<file path="src/verilog/rename_pkg.sv">
/* rename stage shared types */
package rename_pkg;

    // machine shape
    localparam int ss = 2;
    localparam int arch_regs = 32;
    localparam int phys_regs = 64;
    localparam int rob_depth = 32;
    // tags beyond the architectural set start out free
    localparam int free_depth = phys_regs - arch_regs;

    typedef logic [4:0] arch_reg_t;
    typedef logic [5:0] phys_tag_t;
    typedef logic [4:0] rob_id_t;
    typedef logic [31:0] word_t;
    // occupancy of a 32 deep structure, 0 to 32
    typedef logic [$clog2(rob_depth + 1) - 1:0] count_t;
    // 0 to ss ways
    typedef logic [$clog2(ss + 1) - 1:0] way_cnt_t;

    typedef struct packed {
        logic valid;
        arch_reg_t rd;
        arch_reg_t rs1;
        arch_reg_t rs2;
    } disp_inst_t;

    typedef struct packed {
        logic valid;
        phys_tag_t tag;
        word_t value;
    } cdb_t;

    typedef struct packed {
        phys_tag_t tag;
        logic ready;
        rob_id_t rob_id;
        word_t value;
    } src_info_t;

    typedef struct packed {
        word_t value;
        logic pending;
        rob_id_t rob_id;
    } prf_entry_t;

    typedef struct packed {
        logic valid;
        rob_id_t rob_id;
        phys_tag_t dest;
        src_info_t src1;
        src_info_t src2;
    } issue_t;

    // one retire queue slot
    typedef struct packed {
        logic has_dest;
        phys_tag_t new_tag;
        phys_tag_t old_tag;
    } rq_entry_t;

    typedef enum logic {
        idle,
        access
    } dbg_state_e;

endpackage
</file>
<file path="src/verilog/retire_queue.sv">
/* in-order retire queue */
module retire_queue (
    input  logic                    clk,
    input  logic                    rst,
    input  logic                    push_en,
    input  rename_pkg::rq_entry_t   push_entries [rename_pkg::ss],
    input  rename_pkg::way_cnt_t    retire_count,
    output rename_pkg::rq_entry_t   rq_head [rename_pkg::ss],
    output rename_pkg::count_t      rq_space,
    output rename_pkg::count_t      occupancy
);
    import rename_pkg::*;

    rq_entry_t q [rob_depth];
    // pointers are ROB ids, tail tracks the dispatch ROB base
    rob_id_t head;
    rob_id_t tail;
    count_t occ;

    always_comb begin
        for (int i = 0; i < ss; i++) begin
            rq_head[i] = q[head + rob_id_t'(i)];
        end
    end

    assign occupancy = occ;
    assign rq_space = count_t'(rob_depth) - occ;

    always_ff @(posedge clk) begin
        if (rst) begin
            head <= '0;
            tail <= '0;
            occ <= '0;
        end else begin
            head <= head + rob_id_t'(retire_count);
            // a bundle always fills ss slots
            if (push_en) begin
                tail <= tail + rob_id_t'(ss);
            end
            occ <= occ + (push_en ? count_t'(ss) : '0) - count_t'(retire_count);
        end
    end

    // slot contents
    always_ff @(posedge clk) begin
        if (push_en) begin
            for (int i = 0; i < ss; i++) begin
                q[tail + rob_id_t'(i)] <= push_entries[i];
            end
        end
    end

endmodule

</file>
<file path="config.mk">
export PLATFORM = sky130hd
export DESIGN_NAME = retire_queue
export DESIGN_NICKNAME = d
export VERILOG_FILES = /design/src/verilog/rename_pkg.sv /design/src/verilog/retire_queue.sv
export SDC_FILE = /design/constraint.sdc
export NUM_CORES = 1
export LEC_CHECK = 0
export ABC_CLOCK_PERIOD_IN_PS = 7600
export BUFFER_PORTS_ARGS = -buffer_cell sky130_fd_sc_hd__buf_4
export CAP_MARGIN = 10
export CORE_UTILIZATION = 65
export CTS_CLUSTER_SIZE = 24
export DETAILED_ROUTE_END_ITERATION = 8
export GPL_TIMING_DRIVEN = 0
export PLACE_DENSITY = 0.83
export SLEW_MARGIN = 20
export SYNTH_ARGS = -nofsm -noshare
export SYNTH_HDL_FRONTEND = slang
export SYNTH_SLANG_ARGS = --single-unit
export TNS_END_PERCENT = 5
</file>
<file path="constraint.sdc">
create_clock -name clk -period 7.6 [get_ports clk]
set_input_delay 1.14 -clock clk [delete_from_list [all_inputs] [get_ports clk]]
set_output_delay 1.14 -clock clk [all_outputs]
set_load 0.01 [all_outputs]
</file>
==> metrics.txt <==
Worst-Margin Slew 839 ps; DRT met1 WL 19400 µm; wire length on met2 27300 µm; Power, Total 6180 µW; setup clock skew after layout 13.2 ps; Post-Syn Nets 1161; Reg area 0.0128 mm²; Pre-antenna DRT Iters 6; Clock Latency Late Sink 530 ps; Post-Synthesis Cells 1115; post-synthesis cell type count 43; Slew Limit Fails 0; I/O Buffers 67; first-pass GRT wire length 82100 µm; RSZ-0062 raised after global routing no; H-Tree Depth 2; CP endpoint kind output pin; Iter 0 DRT Violations 1931; placeable core area 0.0308 mm²; drt drc 0; root buf cell clkbuf_16; Initial Util 66.4%; row count 64; slew margin rel. 44.1%; Die Y 180 µm; post-layout net count 1295; post-CTS setup buffer count 0; Vias per Instance 7.53; Max clock buf depth 3; Hold Slack 591 ps; WL met3 6950 µm; Final Setup Violations 0; Leak 0.00777 µW; Post-CTS Resized 0; die area 0.0322 mm²; via count 12600; R2R cell count 9; grt ovf 0; Worst Hold End tail[3]; worst reg2reg endpoint occupancy[5]; pwr/cell area 265 mW/mm²; initial antenna violation count 0; Avg Cell Area, Syn 18.4 µm²; uppermost layer routed met4; placer congestion estimate 0.923; Critical Path Start Type register; I/O pin total 69; Routed Wire Length 56700 µm; Fill cells 1659; status finished, final reports clean; hold crit path type register to register; hold path depth 2; layout cells sized above 1 31.9%; largest net degree at the start of global routing 27; CTS buffer count 43; DP Area 0.0220 mm²; CP arrival 3340 ps; HPWL after DPL 37600 µm; final core utilization 75.6%; routed len/inst 33.9 µm; post-route ant nets 0; CP Class register to output pin; sequential fraction of the synthesis area 62.4%; MaxCap Viol Count 0; hold path start tail[3]; Required @ worst endpoint 6460 ps; clock slew at the register clock pins of the worst setup and hold paths 60 ps; Area Growth Syn to Fin 13.8%; Syn. warnings 0; post-synthesis cell area 0.0205 mm²; cell area after layout 0.0233 mm²; Max Clock Freq 223 MHz; Peak supply drop 213 µV; cts hold-fix bufs 0; CTS tree yes; Final Hold Viols 0; Inserted Diodes 0; reg-to-reg slack, setup 5200 ps; gr usage total 35.6%; Die Span X 180 µm; vias in the first global route 12900; period utilisation layout 58.9%; Clock Sinks 431; crit path max fanout 10; minimum clock period 4480 ps; Post-Route Setup TNS 0 ps; origin of the critical flop-to-flop path occupancy[1]; #FFs+latches synth 431; multi-input logic area 0.00721 mm²
==> cell type report <==
type                            instances  area share [%]
Buffer                                 83            2.34
Clock buffer                           53            4.96
Tap cell                              396            2.13
Inverter                               12           0.193
Timing Repair Buffer                   89            3.73
Sequential cell                       431            54.9
Clock inverter                         20           0.811
Multi-Input combinational cell        589            31.0
==> placed cells by master, fill, tap and decap left out, drive strengths merged, types with 14 or more instances in the layout <==
cell	count
nand2	46
a31oi	14
dfxtp	15
nor3	18
buf	163
nor2	29
clkinv	16
a22o	39
edfxtp	416
clkbuf	62
mux2i	170
mux4	156
a21oi	19
==> logic make-up (layout without fill, tap and decap cells) <==
group	Yosys count	in the layout	synth area share, %
and+or+nand+nor	113	113	2.45
adders and majority gates	15	15	1.03
xor gates and xnor gates	14	14	0.690
muxes	326	326	25.5
buffers and inverters	95	257	2.88
DFF	431	431	62.4
AOI/OAI and AO/OA	121	121	5.06
==> report_power, final <==
group	internal [µW]	leakage, µW	switching, µW	total [µW]
logic	627	0.00323	814	1440
registers	2650	0.00388	29.8	2680
clock network	1210	0.000662	852	2060
==> cell usage after synthesis, drive strengths merged <==
master | count | area, µm²
edfxtp | 416 | 12500
mux2i | 170 | 1700
mux4 | 156 | 3510
buf | 74 | 507
nand2 | 46 | 173
a22o | 39 | 342
nor2 | 29 | 116
a21oi | 19 | 95.1
nor3 | 18 | 90.1
dfxtp | 15 | 300
a31oi | 14 | 103
a221oi | 13 | 176
a32o | 13 | 130
o221ai | 13 | 114
ha | 12 | 150
inv | 12 | 45.0
xnor2 | 10 | 87.6
clkbuf | 9 | 37.5
nor2b | 7 | 43.8
nand2b | 4 | 25.0
o22ai | 4 | 31.3
xor2 | 4 | 53.8
fa | 3 | 60.1
nand3 | 3 | 15.0
and2 | 2 | 12.5
o21ai | 2 | 10.0
or3 | 2 | 12.5
a21bo | 1 | 10.0
a2bb2oi | 1 | 8.76
nand3b | 1 | 7.51
o21a | 1 | 7.51
o22a | 1 | 8.76
or2 | 1 | 6.26
==> state kept, by name, indices dropped and copies added (netlist names) <==
signal / cells
q: 416
head: 5
tail: 4
occupancy: 6
==> per-layer routing <==
layer  vias to the layer above  track usage (%)
li1                       4932                -
met1                      6321             47.1
met2                      1130             57.7
met3                       221             6.52
met4                         0             18.1
met5                         -                0
==> through the flow <==
stage / cells / setup WS [ps]
3_3_place_gp: 1578 / 2060
6_report: 1673 / 3120
3_5_place_dp: 1600 / 3800
2_1_floorplan: 1115 / 3460
4_1_cts: 1673 / 3220
5_1_grt: 1673 / 3140
==> critical path, cell delays in order (launching register included) <==
cell,delay [ps]
dfxtp_1,420
buf_2,240
buf_4,210
buf_4,280
buf_4,290
mux2i_1,230
nand2_1,70
a31oi_1,470
o221ai_1,340
buf_4,240
==> worst max-delay path by stage <==
stage	slack, ps	cells after the start	endpoint	startpoint
2_1_floorplan	3460	4	q[0][0]	push_en
3_3_place_gp	2060	4	q[9][5]	push_en
3_5_place_dp	3800	8	rq_head[5]	head[0]
4_1_cts	3220	8	rq_head[5]	head[0]
5_1_grt	3140	9	rq_head[17]	head[1]
6_report	3120	9	rq_head[17]	head[1]
No activity file was read; power rests on OpenSTA's default activity.
