`src/verilog/rename_pkg.sv`:
```
/* rename stage shared types */
package rename_pkg;

    // machine shape
    localparam int ss = 2;
    localparam int arch_regs = 32;
    localparam int phys_regs = 64;
    localparam int rob_depth = 32;
    // tags beyond the architectural set start out free
    localparam int free_depth = phys_regs - arch_regs;

    typedef logic [4:0] arch_reg_t;
    typedef logic [5:0] phys_tag_t;
    typedef logic [4:0] rob_id_t;
    typedef logic [31:0] word_t;
    // occupancy of a 32 deep structure, 0 to 32
    typedef logic [$clog2(rob_depth + 1) - 1:0] count_t;
    // 0 to ss ways
    typedef logic [$clog2(ss + 1) - 1:0] way_cnt_t;

    typedef struct packed {
        logic valid;
        arch_reg_t rd;
        arch_reg_t rs1;
        arch_reg_t rs2;
    } disp_inst_t;

    typedef struct packed {
        logic valid;
        phys_tag_t tag;
        word_t value;
    } cdb_t;

    typedef struct packed {
        phys_tag_t tag;
        logic ready;
        rob_id_t rob_id;
        word_t value;
    } src_info_t;

    typedef struct packed {
        word_t value;
        logic pending;
        rob_id_t rob_id;
    } prf_entry_t;

    typedef struct packed {
        logic valid;
        rob_id_t rob_id;
        phys_tag_t dest;
        src_info_t src1;
        src_info_t src2;
    } issue_t;

    // one retire queue slot
    typedef struct packed {
        logic has_dest;
        phys_tag_t new_tag;
        phys_tag_t old_tag;
    } rq_entry_t;

    typedef enum logic {
        idle,
        access
    } dbg_state_e;

endpackage
```
`src/verilog/rename_table.sv`:
```
/* speculative rename table */
module rename_table (
    input  logic                    clk,
    input  logic                    rst,
    input  rename_pkg::arch_reg_t   src_arch [rename_pkg::ss][2],
    input  rename_pkg::arch_reg_t   dest_arch [rename_pkg::ss],
    input  rename_pkg::phys_tag_t   new_tags [rename_pkg::ss],
    input  logic [rename_pkg::ss-1:0] alloc_en,
    output rename_pkg::phys_tag_t   src_tags [rename_pkg::ss][2],
    output rename_pkg::phys_tag_t   old_tags [rename_pkg::ss],
    input  rename_pkg::arch_reg_t   dbg_arch,
    output rename_pkg::phys_tag_t   dbg_tag
);
    import rename_pkg::*;

    phys_tag_t map [arch_regs];

    // lookup as seen by one way: earlier ways of the bundle override the table
    function automatic phys_tag_t lookup(arch_reg_t a, int way);
        phys_tag_t t;
        t = map[a];
        for (int v = 0; v < way; v++) begin
            if (alloc_en[v] && dest_arch[v] == a) begin
                t = new_tags[v];
            end
        end
        // x0 always reads tag 0
        return (a == '0) ? '0 : t;
    endfunction

    always_comb begin
        for (int w = 0; w < ss; w++) begin
            src_tags[w][0] = lookup(src_arch[w][0], w);
            src_tags[w][1] = lookup(src_arch[w][1], w);
            // mapping being replaced, freed when this way retires
            old_tags[w] = lookup(dest_arch[w], w);
        end
    end

    // debug view of the committed-so-far speculative map
    assign dbg_tag = (dbg_arch == '0) ? '0 : map[dbg_arch];

    // identity map out of reset; the later way wins on a shared rd
    always_ff @(posedge clk) begin
        if (rst) begin
            for (int i = 0; i < arch_regs; i++) begin
                map[i] <= phys_tag_t'(i);
            end
        end else begin
            for (int w = 0; w < ss; w++) begin
                if (alloc_en[w]) begin
                    map[dest_arch[w]] <= new_tags[w];
                end
            end
        end
    end

endmodule

```
`config.mk`:
```
export PLATFORM = sky130hd
export DESIGN_NAME = rename_table
export DESIGN_NICKNAME = d
export VERILOG_FILES = /design/src/verilog/rename_pkg.sv /design/src/verilog/rename_table.sv
export SDC_FILE = /design/constraint.sdc
export NUM_CORES = 1
export LEC_CHECK = 0
export ABC_CLOCK_PERIOD_IN_PS = 2900
export BUFFER_PORTS_ARGS = -buffer_cell sky130_fd_sc_hd__buf_2
export CAP_MARGIN = 20
export CORE_MARGIN = 4
export CORE_UTILIZATION = 48
export CTS_BUF_LIST = sky130_fd_sc_hd__clkbuf_8
export DETAILED_ROUTE_END_ITERATION = 6
export PLACE_DENSITY_LB_ADDON = 0.2
export SLEW_MARGIN = 0
export SYNTH_ARGS = -nofsm -noshare
export SYNTH_HDL_FRONTEND = slang
export SYNTH_SLANG_ARGS = --single-unit
```
`constraint.sdc`:
```
create_clock -name clk -period 2.9 [get_ports clk]
set_input_delay 0.145 -clock clk [delete_from_list [all_inputs] [get_ports clk]]
set_output_delay 0.145 -clock clk [all_outputs]
set_load 0.005 [all_outputs]
```
==> results.sh <==
export IMPL_syn_area_sq_um=19700
export IMPL_die_y_microns=211
export IMPL_drive_gt1_share_pct=30.1
export IMPL_slew_headroom_pct=27.6
export IMPL_violations="design-rule violations"
export IMPL_layout_commonest_cell="mux4_2"
export IMPL_syn2layout_area_growth_pct=8.17
export IMPL_synth_nets=1729
export IMPL_ys_seq_elements=192
export IMPL_synth_top_area_cell="mux4_2"
export IMPL_ir_drop_mv=0.306
export IMPL_viasPerCell=8.24
export IMPL_reg_top3="map (192)"
export IMPL_clock_path_buffers=2
export IMPL_die_area_sq_um=44400
export IMPL_maxCapViolCount=0
export IMPL_ctsRootBufferMaster="clkbuf_8"
export IMPL_synth_edf_count=192
export IMPL_drtIter0Drc=3696
export IMPL_regMostFlops="map"
export IMPL_num_rows=74
export IMPL_ys_top_cells_by_area="mux4_2 (31%), edfxtp_1 (29%), mux2i_1 (9.8%), a22o_1 (5.4%), a22oi_1 (5.0%)"
export IMPL_track_usage_pct=41.0
export IMPL_place_congestion=1.06
export IMPL_cp_arrival_ps=2710
export IMPL_outcome="finished with violations"
export IMPL_crit_family="flip-flops"
export IMPL_hold_slack_ps=185
export IMPL_pin_count=93
export IMPL_cts_made_buffers=17
export IMPL_crit_fanout=7
export IMPL_finalNetCount=1747
export IMPL_leakagePower_nw=7.51
export IMPL_max_stage_delay_ps=650
export IMPL_rsz0062_at_grt="false"
export IMPL_required_ps=2760
export IMPL_path_class="reg2out"
export IMPL_setup_violations=0
export IMPL_antenna_left=0
export IMPL_design_area_sq_um=21400
export IMPL_crit_top_cell="a21oi_1"
export IMPL_dr_pass1_iters=7
export IMPL_clkTransAtPathRegs_ps=110
export IMPL_die_w_microns=211
export IMPL_numPortBuffers=92
export IMPL_cp_cell_sequence="mux2i_1, a22oi_1, a21oi_1, buf_4, or4_1, a21oi_1, buf_2"
export IMPL_crit_buf_inv=2
export IMPL_grt_pass1_vias=17400
export IMPL_grt_start_max_net_pins=47
export IMPL_final_cell_mix="mux4_2 (269), mux2i_1 (194), edfxtp_1 (192)"
export IMPL_grt_pass1_wl_microns=130000
export IMPL_cts_tree="done"
export IMPL_finalPower_mw=8.32
export IMPL_clock_fmax_mhz=351
export IMPL_endpoint_kind="output pin"
export IMPL_slew_viol_final=0
export IMPL_tns_ps=0
export IMPL_vias=18500
export IMPL_largest_reg_flops=192
export IMPL_place_area_sq_um=20900
export IMPL_hold_viol=0
export IMPL_wl_per_cell_microns=41.3
export IMPL_synthArstFlopShare_pct=0
export IMPL_period_share_pct=98.4
export IMPL_syn_instance_count=1678
export IMPL_synthFlopType="edfxtp_1"
export IMPL_start_util_pct=48.5
export IMPL_min_path_type="in2reg"
export IMPL_layout_min_cycle_time_ps=2850
export IMPL_overflow=0
export IMPL_power_density_nw_per_um2=390
export IMPL_drc=8
export IMPL_antenna_found_initial=5
export IMPL_ctsHtreeMaxLevel=4
export IMPL_cts_sinks=192
export IMPL_core_area_sq_um=40700
export IMPL_synth_top_area_share_pct=30.7
export IMPL_synth_warning_count=0
export IMPL_postSynthAreaPerCell_sq_um=11.8
export IMPL_max_slew_worst_pin_slew_ps=1090
export IMPL_critical_path_slowest_cell="edfxtp_1"
export IMPL_seq_area_frac_synth_pct=29.2
export IMPL_dpl_hpwl_microns=67400
export IMPL_yosys_cell_types_count=43
export IMPL_cp_start_kind="flop"
export IMPL_drt_total_wl_microns=92900
[through the flow]
step           setup WS, ps  utilization [%]  cells
3_3_place_gp            382             51.2   2203
2_1_floorplan           933                -   1678
6_report               47.8             52.4   2248
3_5_place_dp            362             51.2   2203
4_1_cts                97.0             52.3   2236
5_1_grt                3.28             52.4   2245
[final timing paths]
path,start,end,cells past startpoint
worst min-delay path,new_tags[7],map[16][1],2
worst max-delay path,map[4][4],src_tags[4],7
[area by class of cell]
type	count	area [sq um]
multi-input combinational	1281	13100
clock buffer	17	234
fill	3592	19400
timing repair buffer	184	1340
sequential	192	5770
tap	532	666
inverter	20	75.1
clock inverter	15	195
antenna	7	17.5
[cells in the mapped netlist, types with 5 or more instances]
| master | instances |
|---|---|
| mux4_2 | 269 |
| mux2i_1 | 194 |
| edfxtp_1 | 192 |
| nor2_1 | 141 |
| a21oi_1 | 135 |
| a22oi_1 | 131 |
| a22o_1 | 122 |
| clkbuf_1 | 108 |
| nand2_1 | 55 |
| buf_2 | 41 |
| nor3_1 | 39 |
| or3_1 | 33 |
| o21ai_0 | 28 |
| inv_1 | 20 |
| buf_4 | 19 |
| a31oi_1 | 13 |
| or4_1 | 12 |
| xor2_1 | 12 |
| buf_1 | 11 |
| mux2_2 | 11 |
| nand3_1 | 10 |
| and3_1 | 8 |
| nor2b_1 | 7 |
| a221oi_1 | 6 |
| and3b_1 | 6 |
| buf_6 | 6 |
| nand3b_1 | 6 |
| and2_1 | 5 |
| o22a_1 | 5 |
[report_power, final]
| group | total [mW] | internal (mW) | switching [mW] |
|---|---|---|---|
| combinational | 2.57 | 1.21 | 1.36 |
| clock | 1.94 | 0.880 | 1.06 |
| sequential | 3.81 | 3.22 | 0.582 |
| total | 8.32 | 5.32 | 3.00 |
[kinds of logic after synthesis]
logic type,Yosys count,share of synthesized area [%]
buffers and inverters,205,4.75
AND/OR/NAND/NOR,344,8.47
flip-flops,192,29.2
multiplexers,474,41.2
XOR/XNOR,15,0.666
AO/OA/AOI/OAI,448,15.8
[routing by layer]
metal / part of all wire (%) / vias up / GRT usage, %
met4: 7.2 / 2 / 22.4
met3: 17 / 413 / 16.5
met5: 0.095 / - / 1.62
met1: 34 / 9117 / 53.6
li1: - / 7007 / -
met2: 42 / 1982 / 58.3
[timing repair]
item / in CTS / in global routing
hold endpoints to repair: 1 / 0
buffers inserted: 0 / 5
gates resized for setup: 0 / 0
endpoints found under the setup margin: 0 / 2
hold buffers: 1 / 0
Note: power is estimated with default switching activity, not from simulation.
