<file path="src/verilog/rename_pkg.sv">
/* rename stage shared types */
package rename_pkg;

    // machine shape
    localparam int ss = 2;
    localparam int arch_regs = 32;
    localparam int phys_regs = 64;
    localparam int rob_depth = 32;
    // tags beyond the architectural set start out free
    localparam int free_depth = phys_regs - arch_regs;

    typedef logic [4:0] arch_reg_t;
    typedef logic [5:0] phys_tag_t;
    typedef logic [4:0] rob_id_t;
    typedef logic [31:0] word_t;
    // occupancy of a 32 deep structure, 0 to 32
    typedef logic [$clog2(rob_depth + 1) - 1:0] count_t;
    // 0 to ss ways
    typedef logic [$clog2(ss + 1) - 1:0] way_cnt_t;

    typedef struct packed {
        logic valid;
        arch_reg_t rd;
        arch_reg_t rs1;
        arch_reg_t rs2;
    } disp_inst_t;

    typedef struct packed {
        logic valid;
        phys_tag_t tag;
        word_t value;
    } cdb_t;

    typedef struct packed {
        phys_tag_t tag;
        logic ready;
        rob_id_t rob_id;
        word_t value;
    } src_info_t;

    typedef struct packed {
        word_t value;
        logic pending;
        rob_id_t rob_id;
    } prf_entry_t;

    typedef struct packed {
        logic valid;
        rob_id_t rob_id;
        phys_tag_t dest;
        src_info_t src1;
        src_info_t src2;
    } issue_t;

    // one retire queue slot
    typedef struct packed {
        logic has_dest;
        phys_tag_t new_tag;
        phys_tag_t old_tag;
    } rq_entry_t;

    typedef enum logic {
        idle,
        access
    } dbg_state_e;

endpackage
</file>
<file path="src/verilog/free_list.sv">
/* physical tag free list */
module free_list (
    input  logic                    clk,
    input  logic                    rst,
    input  logic [rename_pkg::ss-1:0] pop_en,
    output rename_pkg::phys_tag_t   pop_tags [rename_pkg::ss],
    input  logic [rename_pkg::ss-1:0] push_en,
    input  rename_pkg::phys_tag_t   push_tags [rename_pkg::ss],
    output rename_pkg::count_t      free_count
);
    import rename_pkg::*;

    typedef logic [$clog2(free_depth) - 1:0] fl_ptr_t;

    phys_tag_t mem [free_depth];
    fl_ptr_t head;
    fl_ptr_t tail;
    count_t count;
    fl_ptr_t pop_ptr [ss];
    fl_ptr_t push_ptr [ss];

    // compacted slots: a way only advances past the ways that used one
    always_comb begin
        pop_ptr[0] = head;
        push_ptr[0] = tail;
        for (int i = 1; i < ss; i++) begin
            pop_ptr[i] = pop_ptr[i-1] + fl_ptr_t'(pop_en[i-1]);
            push_ptr[i] = push_ptr[i-1] + fl_ptr_t'(push_en[i-1]);
        end
        for (int i = 0; i < ss; i++) begin
            pop_tags[i] = mem[pop_ptr[i]];
        end
    end

    assign free_count = count;

    // holds tags 32..63 after reset, buffer starts full
    always_ff @(posedge clk) begin
        if (rst) begin
            for (int i = 0; i < free_depth; i++) begin
                mem[i] <= phys_tag_t'(arch_regs + i);
            end
            head <= '0;
            tail <= '0;
            count <= count_t'(free_depth);
        end else begin
            for (int i = 0; i < ss; i++) begin
                if (push_en[i]) begin
                    mem[push_ptr[i]] <= push_tags[i];
                end
            end
            head <= head + fl_ptr_t'($countones(pop_en));
            tail <= tail + fl_ptr_t'($countones(push_en));
            count <= count + count_t'($countones(push_en)) - count_t'($countones(pop_en));
        end
    end

    // dispatch gating must keep pops within the free tags
    assert property (@(posedge clk) disable iff (rst)
        count_t'($countones(pop_en)) <= count);

endmodule

</file>
<file path="config.mk">
export PLATFORM = sky130hd
export DESIGN_NAME = free_list
export DESIGN_NICKNAME = d
export VERILOG_FILES = /design/src/verilog/rename_pkg.sv /design/src/verilog/free_list.sv
export SDC_FILE = /design/constraint.sdc
export NUM_CORES = 1
export LEC_CHECK = 0
export BUFFER_PORTS_ARGS = -buffer_cell sky130_fd_sc_hd__buf_2
export CORE_ASPECT_RATIO = 1.75
export CORE_MARGIN = 2
export CORE_UTILIZATION = 33
export CTS_CLUSTER_SIZE = 20
export DETAILED_ROUTE_END_ITERATION = 7
export PLACE_DENSITY_LB_ADDON = 0.08
export SLEW_MARGIN = 20
export SYNTH_ARGS = -nofsm -noshare
export SYNTH_HDL_FRONTEND = slang
export SYNTH_SLANG_ARGS = --single-unit
</file>
<file path="constraint.sdc">
create_clock -name clk -period 4.4 [get_ports clk]
set_clock_uncertainty 0.15 [all_clocks]
set_input_delay 0.66 -clock clk [delete_from_list [all_inputs] [get_ports clk]]
set_output_delay 0.66 -clock clk [all_outputs]
set_load 0.01 [all_outputs]
</file>
==> flow_summary.ini <==
[outcome]
outcome = completed

[floorplanning]
io_pins = 36
dieArea_mm2 = 0.0432
chipWidth_um = 158
num_rows = 98
die_h_um = 274
coreArea_mm2 = 0.0410
start_util_pct = 33.5

[clock_network]
htreeDepth = 1
root_buffer = clkbuf_16
clock_latency_ns = 0.54
cts_made_buffers = 24
ctsHoldBuffers = 0
cts_resized = 0
cts_setup_buffers = 0
clk_pin_slew_worst_paths_ns = 0.06
cts_sinks = 208
cts_tree = built
clk_path_buf_depth = 3

[setup_path]
cp_data_arrival_time_ns = 3.53
timing.rr.end = mem[29][0]
ff2ff_path_depth = 6
r2r_slack_ns = 1.19
crit_fanout = 16
path_class = flop to primary output
cp-start-kind = flop
worstPathRequired_ns = 3.59
r2r_start = tail[2]
crit_path_end_kind = primary output

[place]
globalplace.congestion = 0.951
io_buffers = 35
hpwl_mm = 41.9

[worst_hold_path]
hold_start = free_count[0]
holdPathEnd = free_count[0]
min_path_type = flop to flop
worstHoldPathCells = 2

[routing]
via_per_inst = 5.78
drc = 0
num_vias = 10600
drt-wirelength-per-cell_um = 30.8
routed_wl_mm = 56.2
drtPass1Iterations = 5
ant_nets = 0
first_iter_violations = 872

[power_and_ir_drop]
power_density_mw_per_mm2 = 382
p_leak_nw = 5.24
ir_drop_uv = 216

[synth]
yosysWarningCount = 0
synth_fp_nets = 1298
yosys.area.top_type = edfxtp_1
syn_inst = 1260
avgSynthCellArea_um2 = 10.9
synth_ff_type = edfxtp_1
yosysTopAreaCellShare_pct = 42.1
synth-seq-cells = 208
synth_area_mm2 = 0.0137
synthDistinctLibCells = 59
ys_async_sr_fraction_pct = 0
synth.area.top_cells = edfxtp_1 42%, mux4_2 13%, mux2i_1 12%, nand2_1 4.4%, nor2_1 3.8%
synth_edf_count = 192
ys_seq_area_share_pct = 44.4

[timing]
min_period_ns = 4.34
fmax_mhz = 230
maxSlewViolCount = 0
fin_crit_sh_pct = 98.7
hold_viol = 0
setup_viol = 0
rsz0062_at_grt = false
worstMarginPinSlew_ns = 1.10
max-slew-margin-rel_pct = 26.7
finalSetupTns_ns = 0
holdWs_ns = 0.445

[cells_and_area]
diodes = 0
multi_input_area_mm2 = 0.00701
seqCellArea_mm2 = 0.00609
syn_to_final_growth_pct = 11.4
fin_nets = 1301
drive_gt1_share_pct = 17.2
fill_cells = 4081

[global_route]
antenna_found_initial = 0
grt_pass1_vias = 10800
grt_max_degree = 41
grt-ovfl-total = 0
grt_pass1_wl_mm = 78.8
track_usage_pct = 26.2

[flow_run]
max-cap-violations = 0
==> area by class of cell <==
class	count	area share, %
Inverter	31	0.762
Tap cell	550	4.51
Clock buffer	28	4.17
Multi-Input combinational cell	912	45.9
Clock inverter	11	0.894
Timing Repair Buffer	86	3.82
Sequential cell	208	39.9
==> state kept, by name (all words and copies together), names as in the netlist <==
register    flops
tail            5
head            5
mem           192
free_count      6
==> worst max-delay path by stage <==
stage               depth (start not counted)     endpoint      start
floorplan                                   7  pop_tags[3]  pop_en[0]
global placement                            9  pop_tags[1]  pop_en[0]
detailed placement                          9  pop_tags[2]  pop_en[0]
CTS                                         4  pop_tags[2]    head[4]
global route                                4  pop_tags[0]    head[4]
finish                                      4  pop_tags[2]    head[4]
==> cells in the final DEF, fill, tap and decap left out, drive strengths merged, types with 3 or more instances in the layout <==
cell type	Yosys	routed
nand3b	6	6
nor3b	4	4
o211ai	3	3
a211oi	6	6
xnor2	6	6
a22oi	12	12
bufinv	0	3
and2	7	7
o31ai	18	18
nor3	51	51
mux2i	160	160
fa	4	4
or3	14	14
clkinv	1	8
a221oi	6	6
nor4	4	4
nand2b	8	8
a21o	3	3
inv	30	30
a21oi	63	63
nor2	139	139
o21ai	27	27
a32o	6	6
buf	49	86
edfxtp	192	192
mux2	3	3
clkbuf	60	28
a31oi	20	20
dfxtp	16	16
xor2	5	5
nand3	52	52
nand2	160	160
mux4	78	78
nor2b	12	12
ha	16	16
==> cells in the mapped netlist (7+ instances only) <==
cell type	count
buf_1	7
a22oi_1	12
ha_1	16
a21oi_1	63
buf_2	31
nand3_1	52
buf_4	7
mux4_2	78
nand2b_1	8
inv_1	30
a31oi_1	20
nor2_1	138
nor3_1	46
or3_1	12
o21ai_0	22
mux2i_1	160
clkbuf_1	60
dfxtp_1	16
edfxtp_1	192
nor2b_1	12
nand2_1	160
and2_1	7
o31ai_1	18
==> power breakdown <==
part	switching (mW)	total, mW	internal (mW)	leakage [nW]
logic	0.874	1.46	0.584	3.13
registers	0.0779	2.32	2.24	1.73
clock network	0.857	2.06	1.20	0.375
total	1.81	5.84	4.03	5.24
==> logic make-up after synthesis <==
| group | synth area share (%) |
|---|---|
| AO/OA/AOI/OAI | 8.23 |
| XOR/XNOR | 0.758 |
| AND/OR/NAND/NOR | 15.3 |
| adder cells (fa/ha/maj) | 2.05 |
| multiplexers | 24.8 |
| flip-flops | 44.4 |
| buffers and inverters | 4.53 |
==> metrics by stage <==
| step | instance area, µm² | instances | total power, mW | util [%] | worst slack [ns] |
|---|---|---|---|---|---|
| finish | 15300 | 1826 | 5.84 | 37.3 | 0.0582 |
| global route | 15300 | 1826 | 6.04 | 37.3 | 0.0163 |
| CTS | 15300 | 1826 | 5.87 | 37.3 | 0.228 |
| detailed placement | 14500 | 1787 | 3.82 | 35.4 | 0.445 |
| global placement | 14500 | 1787 | 3.81 | 35.4 | 0.489 |
| floorplan | 13700 | 1260 | 3.31 | - | 1.13 |
==> worst max-delay path, stage by stage (launching register included) <==
cell and delay, ns:
dfxtp_1 0.90, nand2b_1 0.45, o21ai_0 0.94, a221oi_1 0.42
buf_2 0.26
==> metal layers <==
metal | up-vias | global-route usage (%) | part of all wire (%)
li1 | 4734 | - | -
met5 | - | 0 | 0
met2 | 377 | 50.1 | 55
met1 | 5302 | 26.2 | 33
met4 | 0 | 18.0 | 8.1
met3 | 146 | 2.39 | 3.8
Note: power is estimated with default switching activity, not from simulation.
