`config.mk`:
```
export PLATFORM = sky130hd
export DESIGN_NAME = rename_ctrl
export DESIGN_NICKNAME = d
export VERILOG_FILES = /design/src/verilog/rename_pkg.sv /design/src/verilog/rename_ctrl.sv
export SDC_FILE = /design/constraint.sdc
export NUM_CORES = 1
export LEC_CHECK = 0
export BUFFER_PORTS_ARGS = -buffer_cell sky130_fd_sc_hd__buf_2
export CORE_AREA = 2 2 52 54
export CTS_CLUSTER_DIAMETER = 80
export CTS_CLUSTER_SIZE = 14
export DETAILED_ROUTE_END_ITERATION = 16
export DIE_AREA = 0 0 54 56
export PLACE_DENSITY = 0.84
export RECOVER_POWER = 25
export SYNTH_ARGS = -nofsm -noshare
export SYNTH_HDL_FRONTEND = slang
export SYNTH_SLANG_ARGS = --single-unit
```
`constraint.sdc`:
```
create_clock -name clk -period 1.9 [get_ports clk]
set_input_delay 0.38 -clock clk [delete_from_list [all_inputs] [get_ports clk]]
set_output_delay 0.38 -clock clk [all_outputs]
set_load 0.03 [all_outputs]
```
`src/verilog/rename_pkg.sv`:
```
/* rename stage shared types */
package rename_pkg;

    // machine shape
    localparam int ss = 2;
    localparam int arch_regs = 32;
    localparam int phys_regs = 64;
    localparam int rob_depth = 32;
    // tags beyond the architectural set start out free
    localparam int free_depth = phys_regs - arch_regs;

    typedef logic [4:0] arch_reg_t;
    typedef logic [5:0] phys_tag_t;
    typedef logic [4:0] rob_id_t;
    typedef logic [31:0] word_t;
    // occupancy of a 32 deep structure, 0 to 32
    typedef logic [$clog2(rob_depth + 1) - 1:0] count_t;
    // 0 to ss ways
    typedef logic [$clog2(ss + 1) - 1:0] way_cnt_t;

    typedef struct packed {
        logic valid;
        arch_reg_t rd;
        arch_reg_t rs1;
        arch_reg_t rs2;
    } disp_inst_t;

    typedef struct packed {
        logic valid;
        phys_tag_t tag;
        word_t value;
    } cdb_t;

    typedef struct packed {
        phys_tag_t tag;
        logic ready;
        rob_id_t rob_id;
        word_t value;
    } src_info_t;

    typedef struct packed {
        word_t value;
        logic pending;
        rob_id_t rob_id;
    } prf_entry_t;

    typedef struct packed {
        logic valid;
        rob_id_t rob_id;
        phys_tag_t dest;
        src_info_t src1;
        src_info_t src2;
    } issue_t;

    // one retire queue slot
    typedef struct packed {
        logic has_dest;
        phys_tag_t new_tag;
        phys_tag_t old_tag;
    } rq_entry_t;

    typedef enum logic {
        idle,
        access
    } dbg_state_e;

endpackage
```
`src/verilog/rename_ctrl.sv`:
```
/* rename control and debug port */
module rename_ctrl (
    input  logic                    clk,
    input  logic                    rst,
    input  logic                    disp_valid,
    input  rename_pkg::disp_inst_t  disp_bundle [rename_pkg::ss],
    output logic                    disp_ready,
    input  rename_pkg::count_t      free_count,
    input  rename_pkg::count_t      rq_space,
    input  rename_pkg::count_t      rq_occ,
    input  rename_pkg::rq_entry_t   rq_head [rename_pkg::ss],
    input  logic [rename_pkg::ss-1:0] rq_head_pending,
    output logic [rename_pkg::ss-1:0] alloc_en,
    output rename_pkg::way_cnt_t    retire_count,
    output rename_pkg::rob_id_t     rob_base,
    input  logic                    psel,
    input  logic                    penable,
    input  logic                    pwrite,
    input  rename_pkg::word_t       paddr,
    output logic                    pready,
    output logic                    pslverr,
    output rename_pkg::arch_reg_t   dbg_arch
);
    import rename_pkg::*;

    logic accept;
    dbg_state_e state;

    // room for a full bundle whatever the number of destinations
    assign disp_ready = (free_count >= count_t'(ss)) && (rq_space >= count_t'(ss));
    assign accept = disp_valid && disp_ready;

    // x0 is never renamed
    always_comb begin
        for (int w = 0; w < ss; w++) begin
            alloc_en[w] = accept && disp_bundle[w].valid && (disp_bundle[w].rd != '0);
        end
    end

    // every bundle takes ss ROB ids including empty ways
    always_ff @(posedge clk) begin
        if (rst) begin
            rob_base <= '0;
        end else if (accept) begin
            rob_base <= rob_base + rob_id_t'(ss);
        end
    end

    // walk the head in order and stop at the first entry still waiting
    always_comb begin
        logic run;
        run = 1'b1;
        retire_count = '0;
        for (int i = 0; i < ss; i++) begin
            if (run && (count_t'(i) < rq_occ) &&
                (!rq_head[i].has_dest || !rq_head_pending[i])) begin
                retire_count = retire_count + 1'b1;
            end else begin
                run = 1'b0;
            end
        end
    end

    // apb setup moves the port into access, a long setup waits there
    always_ff @(posedge clk) begin
        if (rst) begin
            state <= idle;
        end else begin
            case (state)
                idle: begin
                    if (psel && !penable) begin
                        state <= access;
                    end
                end
                access: begin
                    state <= (psel && !penable) ? access : idle;
                end
                default: state <= idle;
            endcase
        end
    end

    // no wait states
    assign pready = (state == access) && psel && penable;
    // read only window of 32 words
    assign pslverr = pready && (pwrite || (|paddr[31:7]));
    assign dbg_arch = paddr[6:2];

    // retirement only consumes entries the queue really holds
    assert property (@(posedge clk) disable iff (rst)
        count_t'(retire_count) + rq_space <= count_t'(rob_depth));

endmodule

```
==> metrics.md <==
| Metric | Value |
|---|---|
| Die H | `56 um` |
| First-pass GRT wire length | `about 2.5 mm` |
| Buffers added on ports | `73` |
| Fin crit share | `104%` |
| Post-DP HPWL | `1.62 mm` |
| Yosys cell types | `24` |
| Max frequency | `504 MHz` |
| Mapped Area | `439 sq um` |
| Die width | `54 um` |
| Async SR Flop Fraction | `0%` |
| Vias in the first global route | `656` |
| Initial antenna violation count | `0` |
| Gr usage total | `11.9%` |
| Placed inst area | `807 sq um` |
| Launch point of the worst reg-to-reg path | `rob_base[1]$_SDFFE_PP0N_` |
| Yosys top cell by area | `dfxtp_1` |
| Minimum clock period | `1.98 ns` |
| Clock skew | `0.00615 ns` |
| Leakage | `around 0.00045 uW` |
| Pwr dens | `453 nW/um^2` |
| Final Instance Area | `910 sq um` |
| Hold depth | `2` |
| VDD IR-drop max | `0.392 mV` |
| Fin nets | `about 240` |
| Setup repair bufs after CTS | `0` |
| Crit. Startpoint | `rq_occ[3]` |
| # fillers | `269` |
| Max Cap Violations | `0` |
| RSZ-0062 raised after global routing | `yes` |
| Routed wire length | `1.86 mm` |
| Top post-synthesis cells by area | `dfxtp_1 (23%), buf_4 (10%), nor4_1 (8.5%), o221ai_4 (6.0%), ha_1 (5.7%)` |
| R2R cell count | `4` |
| Synthesized area per cell | `8.29 sq um` |
| Via density | `4.57` |
| Hold Crit Endpoint | `state$_SDFF_PP0_` |
| Die area | `a little over 3000 sq um` |
| Final TNS setup | `-0.0836 ns` |
| Cell Count, Final, Fillers Out | `around 160` |
| Final Slew Violations | `0` |
| Final ANT Viol Nets | `0` |
| Starting Density | `a little under a fifth` |
| CTS clk-pin slew, worst paths | `~0.04 ns` |
| Clk sinks | `5` |
| Sequential share of the synthesized area | `a little under a quarter` |
| CP Data Arrival Time | `1.60 ns` |
| CTS H-tree lvls | `1` |
| CP Class | `in -> out` |
| Clk_lat worst skew | `0.25 ns` |
| Placer Congestion | `0.711` |
| Synth top area share | `22.8%` |
| Fraction of layout cells with a size suffix above 1 | `~70%` |
| DRT Pass-1 Iters | `4` |
| Hold path startpoint | `penable` |
| Placed Cells | `151` |
| Hold Violations, Final | `0` |
| Cts hold-fix bufs | `0` |
| Leading register cell type out of synthesis | `dfxtp_1` |
| Pin count of the biggest net entering global routing | `7` |
| Yosys reg bits | `5` |
| Final worst setup slack | `-0.0836 ns` |
| Failing checks | `negative setup slack` |
| DRC | `0` |
| Cell count after synthesis | `53` |
| Final setup fails | `1` |
| Req. time, crit path | `between 1.5 and 2 ns` |
| CP Launch Type | `input port` |
| Hold_ws | `0.294 ns` |
| CTS root buf | `clkbuf_4` |
| HP Class | `in -> reg` |
| TritonCTS clock tree | `done` |
| Area overhead of the layout relative to synthesis | `107%` |
| R2r setup slk | `0.66 ns` |
| CTS max path bufs | `2` |
| Synth cell count leaders | `buf_4 (6), nor2_1 (6), nor4_1 (6)` |
| Number of buffers created by CTS | `3` |
| Vias | `709` |
| Post-synth EDFFs | `0` |
| Starting DRT DRC Count | `4` |
| Ant diodes | `0` |
| IO Count | `133` |
| WL/cell | `12.0 um` |
| Synthesized net count | `around 170` |
| Core area | `2430 sq um` |
| Total gr overflow | `0` |
| Reg-to-reg endpoint | `rob_base[3]$_SDFFE_PP0N_` |
| Crit path max fanout | `2` |
| Yosys warns | `0` |
| Row Count | `18` |
| Critical path capture point type | `primary output` |
| Outcome | `complete, but fails checks` |
==> layout make-up <==
type | instances | area [sq um] | share of cell area, %
timing repair buffer | 74 | 412 | 45.3
multi-input combinational | 41 | 330 | 36.3
sequential | 5 | 100 | 11.0
clock buffer | 4 | 26.3 | 2.89
tap | 30 | 37.5 | 4.13
inverter | 1 | 3.75 | 0.413
==> placed cells by master, fill, tap and decap left out, drive strengths merged <==
cell	synthesis	routed
buf	6	73
nor4	6	6
nor2	6	6
dfxtp	5	5
or4	5	5
clkbuf	0	5
o21ai	4	4
a21oi	3	3
nand3	2	2
or3	2	2
ha	2	2
nor3	1	1
a221oi	1	1
o22a	1	1
and3	1	1
nand4	1	1
o21a	1	1
o221ai	1	1
inv	1	1
nor3b	1	1
mux2i	1	1
xor2	1	1
conb	1	1
==> critical path, stage by stage <==
cell     delay (ns)
buf_6          0.09
or4_4          0.54
nor3_4         0.14
a21oi_2        0.07
ha_4           0.26
buf_6          0.12
==> power by group <==
group          total (uW)  internal [uW]  switching [uW]  leakage [uW]
registers             117            111            5.54     0.0000408
clock network         126           79.6            46.8     0.0000150
logic                 169           89.4            79.9      0.000399
==> state kept, by name, indices dropped and copies added (netlist names) <==
name and cells:
rob_base 4, state 1
==> cell families (layout without fill, tap and decap cells) <==
logic type / after synthesis / count (layout) / share of synthesized area (%)
AND/OR/NAND/NOR: 25 / 25 / 35.3
multiplexers: 1 / 1 / 2.28
other: 1 / 1 / 0.854
XOR/XNOR: 1 / 1 / 1.99
buffers and inverters: 7 / 79 / 11.1
flip-flops: 5 / 5 / 22.8
AO/OA/AOI/OAI: 11 / 11 / 19.9
adder cells (fa/ha/maj): 2 / 2 / 5.70
==> routing by layer <==
layer	GRT usage, %	up-vias	routed length, um
met3	5.65	7	331
met5	0	-	0
met4	4.29	0	37
met2	23.2	65	901
met1	9.71	291	587
li1	-	346	-
==> what timing repair did <==
item,4_1_cts,5_1_grt
setup endpoints to repair,2,4
resized for setup,9,10
pin swaps,3,6
endpoints found under the hold margin,0,0
==> worst max-delay path by stage <==
stage | end | slack (ns) | depth (start not counted)
4_1_cts | retire_count[0] | -0.12 | 6
2_1_floorplan | retire_count[0] | 0.02 | 4
5_1_grt | retire_count[0] | -0.13 | 6
3_5_place_dp | retire_count[0] | -0.22 | 6
3_3_place_gp | retire_count[0] | -0.21 | 6
6_report | retire_count[0] | -0.08 | 6
==> stage by stage <==
step	total power, uW	worst slack (ns)	utilization, %
after floorplan	203	0.0153	-
after global placement	262	-0.214	33.2
after detailed placement	266	-0.217	33.2
after CTS	408	-0.120	36.0
after global routing	440	-0.130	37.4
final	412	-0.0836	37.4
Power figures use the tool's default switching activity.
